$ cat config.mk
export PLATFORM = sky130hd
export DESIGN_NAME = pmp_unit
export DESIGN_NICKNAME = d
export VERILOG_FILES = /design/src/logic/pmp_pkg.sv /design/src/logic/pmp_matcher.sv /design/src/logic/pmp_checker.sv /design/src/logic/pmp_csr_file.sv /design/src/logic/pmp_unit.sv
export SDC_FILE = /design/constraint.sdc
export NUM_CORES = 2
export LEC_CHECK = 0
export BUFFER_PORTS_ARGS = -buffer_cell sky130_fd_sc_hd__buf_2
export CAP_MARGIN = 20
export CELL_PAD_IN_SITES_DETAIL_PLACEMENT = 2
export CELL_PAD_IN_SITES_GLOBAL_PLACEMENT = 2
export CORE_ASPECT_RATIO = 0.75
export CORE_MARGIN = 2
export CORE_UTILIZATION = 38
export CTS_CLUSTER_DIAMETER = 50
export DETAILED_ROUTE_END_ITERATION = 8
export PLACE_DENSITY = 0.81
export SKIP_CTS_REPAIR_TIMING = 1
export SLEW_MARGIN = 20
export SYNTH_ARGS = -nofsm -noshare
export SYNTH_HDL_FRONTEND = slang
export SYNTH_SLANG_ARGS = --single-unit
$ cat constraint.sdc
create_clock -name clk -period 5.45 [get_ports clk]
set_input_delay 0 -clock clk [delete_from_list [all_inputs] [get_ports clk]]
set_output_delay 0 -clock clk [all_outputs]
set_load 0.02 [all_outputs]
$ cat src/logic/pmp_pkg.sv
// shared types for the pmp unit
// entry count, cfg byte layout, address modes
// register port and check port payloads
// handshake state encoding

package pmp_pkg;

  // sizing
  localparam int pmp_entries = 8;                 // number of pmp entries
  localparam int pmp_idx_w   = 3;                 // bits to index one entry

  // address matching mode, riscv encoding of pmpcfg.A
  typedef enum logic [1:0] {
    OFF   = 2'd0,                                 // entry disabled
    TOR   = 2'd1,                                 // top of range
    NA4   = 2'd2,                                 // single word
    NAPOT = 2'd3                                  // naturally aligned power of two
  } pmp_addr_mode_e;

  // one pmpcfg byte, msb first
  typedef struct packed {
    logic           L;                            // lock, also binds machine mode
    logic [1:0]     reserved;                     // wpri, always read as zero
    pmp_addr_mode_e A;                            // address mode
    logic           X;                            // execute permission
    logic           W;                            // write permission
    logic           R;                            // read permission
  } pmpcfg_base_t;

  typedef logic [31:0] pmpaddr_t;                 // word address, same units as pmpaddr

  // full tables as seen by the checker
  typedef pmpcfg_base_t [pmp_entries-1:0] pmpcfg_table_t;
  typedef pmpaddr_t     [pmp_entries-1:0] pmpaddr_table_t;

  // access kind of a check
  typedef enum logic [1:0] {
    ACC_READ  = 2'd0,                             // load
    ACC_WRITE = 2'd1,                             // store
    ACC_EXEC  = 2'd2                              // instruction fetch
  } pmp_access_e;

  // privilege of the requester, no supervisor mode
  typedef enum logic {
    PRIV_USER    = 1'b0,
    PRIV_MACHINE = 1'b1
  } pmp_priv_e;

  // register port request
  typedef struct packed {
    logic                 write;                  // 1 write, 0 read
    logic                 is_cfg;                 // 1 cfg byte, 0 addr
    logic [pmp_idx_w-1:0] index;                  // entry selected
    logic [31:0]          wdata;                  // low byte only for cfg
  } pmp_csr_req_t;

  // check port request
  typedef struct packed {
    pmpaddr_t    addr;                            // word address to check
    pmp_access_e access;                          // read, write or exec
    pmp_priv_e   priv;                            // user or machine
  } pmp_chk_req_t;

  // check port result
  typedef struct packed {
    logic                 allowed;                // access granted
    logic                 matched;                // some entry matched
    logic [pmp_idx_w-1:0] entry;                  // winner, zero on no match
  } pmp_chk_rsp_t;

  // four-phase slave state, shared by both port controllers
  typedef enum logic [1:0] {
    HS_IDLE = 2'd0,                               // waiting for req
    HS_WORK = 2'd1,                               // request taken, result pending
    HS_ACK  = 2'd2                                // ack high until req drops
  } pmp_hs_state_e;

endpackage

$ cat src/logic/pmp_matcher.sv
// address matcher for a single pmp entry
// handles OFF, TOR, NA4 and NAPOT modes
// purely combinational

`timescale 1ns/10ps

module pmp_matcher import pmp_pkg::*; (
  input  pmpaddr_t     phys_addr,                 // word address under check
  input  pmpcfg_base_t check_cfg,                 // this entry's cfg byte
  input  pmpaddr_t     cfg_addr,                  // this entry's pmpaddr
  input  pmpaddr_t     cfg_addr_before,           // previous entry's pmpaddr for TOR
  output logic         match                      // entry covers phys_addr
);

  pmpaddr_t napot_mask;                           // bits that must compare equal
  logic     first_zero;                           // first zero of cfg_addr found
  logic     tor_hit;
  logic     napot_hit;

  // napot size is coded as trailing ones in cfg_addr
  // the ones and the first zero above them are don't care bits
  always_comb begin
    napot_mask = '1;
    first_zero = 1'b0;
    for (int i = 0; i < 32; i++) begin
      if (!first_zero) begin
        napot_mask[i] = 1'b0;                     // inside the region size
        if (!cfg_addr[i]) begin
          first_zero = 1'b1;                      // stop after the first zero
        end
      end
    end
  end

  // all ones leaves an empty mask, so whole space matches
  assign napot_hit = ((phys_addr ^ cfg_addr) & napot_mask) == '0;

  // inverted or empty range never hits
  assign tor_hit = (cfg_addr_before < cfg_addr) &&
                   (phys_addr >= cfg_addr_before) &&
                   (phys_addr < cfg_addr);

  always_comb begin
    match = 1'b0;
    case (check_cfg.A)
      NA4: begin
        match = (phys_addr == cfg_addr);          // exactly one word
      end
      TOR: begin
        match = tor_hit;
      end
      NAPOT: begin
        match = napot_hit;
      end
      OFF: begin
        match = 1'b0;                             // disabled entry
      end
      default: begin
        match = 1'b0;
      end
    endcase
  end

endmodule

$ cat src/logic/pmp_checker.sv
// permission checker for the pmp unit
// one matcher per entry, lowest index wins
// registered request and result behind a four-phase handshake

`timescale 1ns/10ps

module pmp_checker import pmp_pkg::*; (
  input  logic           clk,
  input  logic           reset,
  input  logic           chk_req,                 // level request from master
  input  pmp_chk_req_t   chk_cmd,                 // held stable while chk_req high
  output logic           chk_ack,
  output pmp_chk_rsp_t   chk_rsp,                 // valid while chk_ack high
  input  pmpcfg_table_t  cfg_table,               // live cfg bytes
  input  pmpaddr_table_t addr_table               // live addrs
);

  pmp_hs_state_e          state_q;
  pmp_chk_req_t           req_q;                  // captured request
  pmp_chk_rsp_t           rsp_q;                  // captured result
  pmp_chk_rsp_t           rsp_d;
  logic [pmp_entries-1:0] match_vec;              // per entry hit
  pmpaddr_table_t         addr_before;            // lower bound for TOR
  pmpcfg_base_t           win_cfg;                // cfg of winning entry
  logic                   perm_bit;               // R, W or X of winner

  for (genvar gi = 0; gi < pmp_entries; gi++) begin : g_match
    if (gi == 0) begin : g_first
      assign addr_before[gi] = '0;                // entry 0 range starts at zero
    end else begin : g_rest
      assign addr_before[gi] = addr_table[gi-1];
    end

    pmp_matcher i_matcher (
      .phys_addr       (req_q.addr),
      .check_cfg       (cfg_table[gi]),
      .cfg_addr        (addr_table[gi]),
      .cfg_addr_before (addr_before[gi]),
      .match           (match_vec[gi])
    );
  end

  // priority pick and permission decision
  always_comb begin
    rsp_d.matched = 1'b0;
    rsp_d.entry   = '0;
    for (int i = pmp_entries - 1; i >= 0; i--) begin
      if (match_vec[i]) begin
        rsp_d.matched = 1'b1;
        rsp_d.entry   = pmp_idx_w'(i);            // last write is the lowest index
      end
    end
    win_cfg = cfg_table[rsp_d.entry];
    case (req_q.access)
      ACC_READ:  perm_bit = win_cfg.R;
      ACC_WRITE: perm_bit = win_cfg.W;
      ACC_EXEC:  perm_bit = win_cfg.X;
      default:   perm_bit = 1'b0;                 // unused encoding
    endcase
    if (rsp_d.matched) begin
      // unlocked entries do not bind machine mode
      rsp_d.allowed = ((req_q.priv == PRIV_MACHINE) && !win_cfg.L) || perm_bit;
    end else begin
      rsp_d.allowed = (req_q.priv == PRIV_MACHINE); // default: machine yes, user no
    end
  end

  // handshake FSM, idle -> work -> ack -> idle
  always_ff @(posedge clk) begin
    if (reset) begin
      state_q <= HS_IDLE;
    end else begin
      case (state_q)
        HS_IDLE: if (chk_req) state_q <= HS_WORK;  // edge N
        HS_WORK: state_q <= HS_ACK;                // edge N+1
        HS_ACK:  if (!chk_req) state_q <= HS_IDLE;
        default: state_q <= HS_IDLE;
      endcase
    end
  end

  always_ff @(posedge clk) begin
    if (state_q == HS_IDLE && chk_req) begin
      req_q <= chk_cmd;                           // take request at edge N
    end
    if (state_q == HS_WORK) begin
      rsp_q <= rsp_d;                             // result at edge N+1
    end
  end

  assign chk_ack = (state_q == HS_ACK);
  assign chk_rsp = rsp_q;

  // result may not move under a held ack
  a_rsp_stable: assert property (@(posedge clk) disable iff (reset)
    chk_ack && $past(chk_ack) |-> $stable(chk_rsp));

endmodule

$ cat src/logic/pmp_csr_file.sv
// pmpcfg and pmpaddr register storage
// lock rules for cfg and addr writes, incl TOR lock of the lower addr
// four-phase register port with one cycle ack latency

`timescale 1ns/10ps

module pmp_csr_file import pmp_pkg::*; (
  input  logic           clk,
  input  logic           reset,
  input  logic           csr_req,                 // level request from master
  input  pmp_csr_req_t   csr_cmd,                 // held stable while csr_req high
  output logic           csr_ack,
  output logic [31:0]    csr_rdata,               // valid while csr_ack high
  output pmpcfg_table_t  cfg_table,               // to checker
  output pmpaddr_table_t addr_table               // to checker
);

  pmp_hs_state_e          state_q;
  pmpcfg_table_t          cfg_q;                  // eight cfg bytes
  pmpaddr_table_t         addr_q;                 // eight addrs
  logic [31:0]            rdata_q;
  logic [pmp_entries-1:0] cfg_locked;             // cfg write blocked
  logic [pmp_entries-1:0] addr_locked;            // addr write blocked
  pmpcfg_base_t           cfg_wr;                 // cleaned cfg write value
  logic                   accept;                 // request taken this edge

  // lock decode per entry
  for (genvar gi = 0; gi < pmp_entries; gi++) begin : g_lock
    assign cfg_locked[gi] = cfg_q[gi].L;

    if (gi == pmp_entries - 1) begin : g_last
      assign addr_locked[gi] = cfg_q[gi].L;       // no entry above
    end else begin : g_mid
      // a locked TOR entry above also freezes its lower bound
      assign addr_locked[gi] = cfg_q[gi].L |
                               (cfg_q[gi+1].L & (cfg_q[gi+1].A == TOR));
    end

    // lock only clears on reset
    a_lock_hold: assert property (@(posedge clk) disable iff (reset)
      cfg_q[gi].L |=> $stable(cfg_q[gi]));
  end

  always_comb begin
    cfg_wr          = pmpcfg_base_t'(csr_cmd.wdata[7:0]);
    cfg_wr.reserved = 2'b00;                      // wpri bits forced to zero
  end

  assign accept = (state_q == HS_IDLE) && csr_req;

  // handshake FSM and register writes
  always_ff @(posedge clk) begin
    if (reset) begin
      state_q <= HS_IDLE;
      cfg_q   <= '0;
      addr_q  <= '0;
    end else begin
      case (state_q)
        HS_IDLE: if (csr_req) state_q <= HS_ACK;   // ack one cycle later
        HS_ACK:  if (!csr_req) state_q <= HS_IDLE;
        default: state_q <= HS_IDLE;               // work state unused here
      endcase

      if (accept && csr_cmd.write) begin
        if (csr_cmd.is_cfg) begin
          if (!cfg_locked[csr_cmd.index]) begin
            cfg_q[csr_cmd.index] <= cfg_wr;
          end
        end else begin
          if (!addr_locked[csr_cmd.index]) begin
            addr_q[csr_cmd.index] <= csr_cmd.wdata;
          end
        end
      end
    end
  end

  // read data captured on accept, held through ack
  always_ff @(posedge clk) begin
    if (accept) begin
      if (csr_cmd.is_cfg) begin
        rdata_q <= {24'd0, cfg_q[csr_cmd.index]};  // zero extended cfg byte
      end else begin
        rdata_q <= addr_q[csr_cmd.index];
      end
    end
  end

  assign csr_ack    = (state_q == HS_ACK);
  assign csr_rdata  = rdata_q;
  assign cfg_table  = cfg_q;
  assign addr_table = addr_q;

  // ack only answers a request seen at the edge before
  a_ack_needs_req: assert property (@(posedge clk) disable iff (reset)
    $rose(csr_ack) |-> $past(csr_req));

endmodule

$ cat src/logic/pmp_unit.sv
// pmp unit top level
// register file feeding the permission checker
// register port and check port brought out unchanged

`timescale 1ns/10ps

module pmp_unit import pmp_pkg::*; (
  input  logic         clk,
  input  logic         reset,

  // register port
  input  logic         csr_req,
  input  pmp_csr_req_t csr_cmd,
  output logic         csr_ack,
  output logic [31:0]  csr_rdata,

  // check port
  input  logic         chk_req,
  input  pmp_chk_req_t chk_cmd,
  output logic         chk_ack,
  output pmp_chk_rsp_t chk_rsp
);

  pmpcfg_table_t  cfg_table;                      // always current cfg bytes
  pmpaddr_table_t addr_table;                     // always current addrs

  pmp_csr_file i_csr_file (
    .clk        (clk),
    .reset      (reset),
    .csr_req    (csr_req),
    .csr_cmd    (csr_cmd),
    .csr_ack    (csr_ack),
    .csr_rdata  (csr_rdata),
    .cfg_table  (cfg_table),
    .addr_table (addr_table)
  );

  pmp_checker i_checker (
    .clk        (clk),
    .reset      (reset),
    .chk_req    (chk_req),
    .chk_cmd    (chk_cmd),
    .chk_ack    (chk_ack),
    .chk_rsp    (chk_rsp),
    .cfg_table  (cfg_table),
    .addr_table (addr_table)
  );

endmodule

==> run summary <==
Initial Utilization: 38.59%
Worst Hold Class: in -> reg
Width of the chip: 327.5 um
Layout cell share with drive strength beyond 1: 13.73%
Period minus WS final: 5.700 ns
Clock Sink Count: 379
Mapped Cells: 3,840
Average size of a mapped cell: 7.767 um^2
Grt ovf: 0
Die Footprint: 80,770 um^2
Largest net degree at the start of global routing: 133
Crit path launch type: register
YS warnings: 0
Area Overhead vs Synth: 21.10%
R2r endpoint: i_checker.chk_rsp[4]
Type of destination of the critical path: register
WL/cell: 42.53 um
Slew Viols, Final: 0
Hold path startpoint: chk_cmd[3]
Worst reg-to-reg path cell count: 16
Dpl hpwl: 160,400 um
Vias in the first global route: 35,950
Place WS: -0.04330 ns
Final Skew: 0.04246 ns
CTS tree: built
First-pass GRT wire length: 282,900 um
Flop2flop setup slack: -0.25 ns
Drt pass-1 iters: 6
Initial DRC count: 5,946
Port bufs: 114
Gr usage total: 49.50%
Clk buf depth: 3
Fillers: 8,691
Initial antenna violation count: 21
VDD IR-drop max: 0.3137 mV
Worst skew pair latency: 0.69 ns
Rel. slew slack: 6.796%
Pwr dens: 240.4 nW/um^2
CORE AREA: 77,290 um^2
Most frequent cells in the layout: nand2_1, a21oi_1, ha_1
WP data arrival: 6.12 ns
#FFs+latches synth: 379
# nets final: 4,763
Critical Path Fanout Max: 9
Number of synthesized flops with an enable pin: 72
Ys async rst share: 0%
Post-synthesis sequential area ratio: 27.85%
Die Ht: 246.6 um
Failing checks: negative setup slack
Leak pwr: 13.67 nW
H-tree depth: 2
Final hold vios: 0
Vias/cell: 7.197
Critical Path RT: 5.87 ns
Yosys cell types: 97
FF-to-FF Start: i_checker.req_q[11]
Routed WL: 225,600 um
Fin crit share: 104.6%
Syn_nets: 4,390
# rows: 88
Drt drc: 0
Hold Path Depth: 2
Final Non-Filler Cells: 5,305
Cell Area, Synth: 29,830 um^2
Clk slew on worst S/H paths: 0.07 ns
TritonCTS buffer count: 55
Max cap viols: 0
Max Freq: 0.1754 GHz
Post-Place Cells: 5,116
# setup viols final: 1
Critical path origin: i_checker.req_q[11]
CP peak stage delay: 0.67 ns
CTS Root Cell: clkbuf_16
Worst setup margin: -0.2499 ns
Worst-Margin Slew: 1.398 ns
GPL Wtd Cong: 1.073
CP Cell Sequence: ha_1, nand4_1, or4_1, a21oi_1, o41a_1, nor3_1, o211ai_1, o21ai_2, nor3b_1, o31ai_4, buf_4, a221oi_1, a22o_1, a211oi_1, a311oi_1, a31oi_1
Number of top-level pins: 115
CP Class: reg -> reg
Vias post-DR: 38,180
Routed Antenna Nets: 0
Critical path's slowest cell: ha_1
Top FF cell, synth: dfxtp_1
Hold EP: i_checker.req_q[3]
Status: finished, violations left
Commonest non-fill, non-tap cell in the layout: nand2_1
stage by stage:
step                power (mW)  instance area (um^2)   TNS [ns]  hold WS [ns]  util (%)
floorplan                3.822                 29830          0       0.09887         -
global placement         4.521                 33410  -0.006947        0.1776     43.23
detailed placement       4.556                 33410   -0.04330        0.1787     43.23
CTS                      8.344                 35290   -0.09606       -0.5116     45.66
global route             8.743                 36100    -0.1626       0.07843     46.70
finish                   8.683                 36120    -0.2499       0.06328     46.73
report_power, final:
part	switching, mW	total [mW]	internal [mW]
Combinational	1.19	1.68	0.492
Sequential	0.0932	3.05	2.96
Clock	1.84	3.95	2.12
Total	3.12	8.68	5.56
Yosys cell counts, types with 39 or more instances:
master / instances / area (um^2)
nor4_1: 52 / 325.3
nor3_1: 55 / 275.3
a22oi_1: 63 / 473.0
ha_1: 474 / 5931
dfxtp_1: 307 / 6146
o211ai_1: 50 / 375.4
edfxtp_1: 72 / 2162
nand4_1: 89 / 556.8
a211oi_1: 39 / 292.8
nand2_1: 722 / 2710
o21ai_0: 123 / 615.6
inv_1: 284 / 1066
clkbuf_1: 142 / 533.0
a221oi_1: 43 / 376.6
a21oi_1: 511 / 2557
a21o_1: 52 / 390.4
a31oi_1: 46 / 287.8
nor2_1: 135 / 506.7
nand3_1: 144 / 720.7
routing by layer:
metal  global-route usage, %  share of wire, %
met5                       0              0.16
met4                   24.99               7.8
met3                   20.05                16
met2                   65.38                37
met1                   68.03                39
logic make-up after synthesis:
family,share of synthesized area [%]
AO/OA/AOI/OAI,24.02
XOR/XNOR,0.02937
adder cells (fa/ha/maj),19.88
buffers and inverters,6.032
flip-flops,27.85
multiplexers,1.191
AND/OR/NAND/NOR,20.99
worst max path at each step:
| stage | end | slack (ns) | depth (start not counted) |
|---|---|---|---|
| after floorplan | i_checker.chk_rsp[4] | 1.29 | 14 |
| after CTS | i_checker.chk_rsp[4] | -0.1 | 16 |
| after global routing | i_checker.chk_rsp[4] | -0.16 | 17 |
| after global placement | i_checker.chk_rsp[4] | -0.007 | 17 |
| final | i_checker.chk_rsp[4] | -0.25 | 16 |
| after detailed placement | i_checker.chk_rsp[4] | -0.04 | 16 |
registers in the layout, summed over array words and instances (netlist names):
signal and flops:
i_checker.state_q 2, i_csr_file.state_q 1, i_checker.chk_rsp 5, i_csr_file.cfg_table 48
i_csr_file.csr_rdata 32, i_checker.req_q 35, i_csr_file.addr_table 256
critical path, delay by kind of cell (launching register included):
kind	cells	cell delay (ns)
compound gates	10	2.33
fa+ha+maj	1	0.67
simple gates	4	1.60
buf+inv	1	0.21
flops	1	0.62
final cells by class:
type	instances	area, um^2	area share (%)
multi-input combinational	2992	19820	54.87
sequential	379	8308	23.00
timing repair buffer	500	3719	10.30
clock buffer	69	1489	4.122
tap	1035	1295	3.585
inverter	285	1070	2.962
clock inverter	35	394.1	1.091
antenna	10	25.02	0.06928
(Power assumes the default switching activity.)
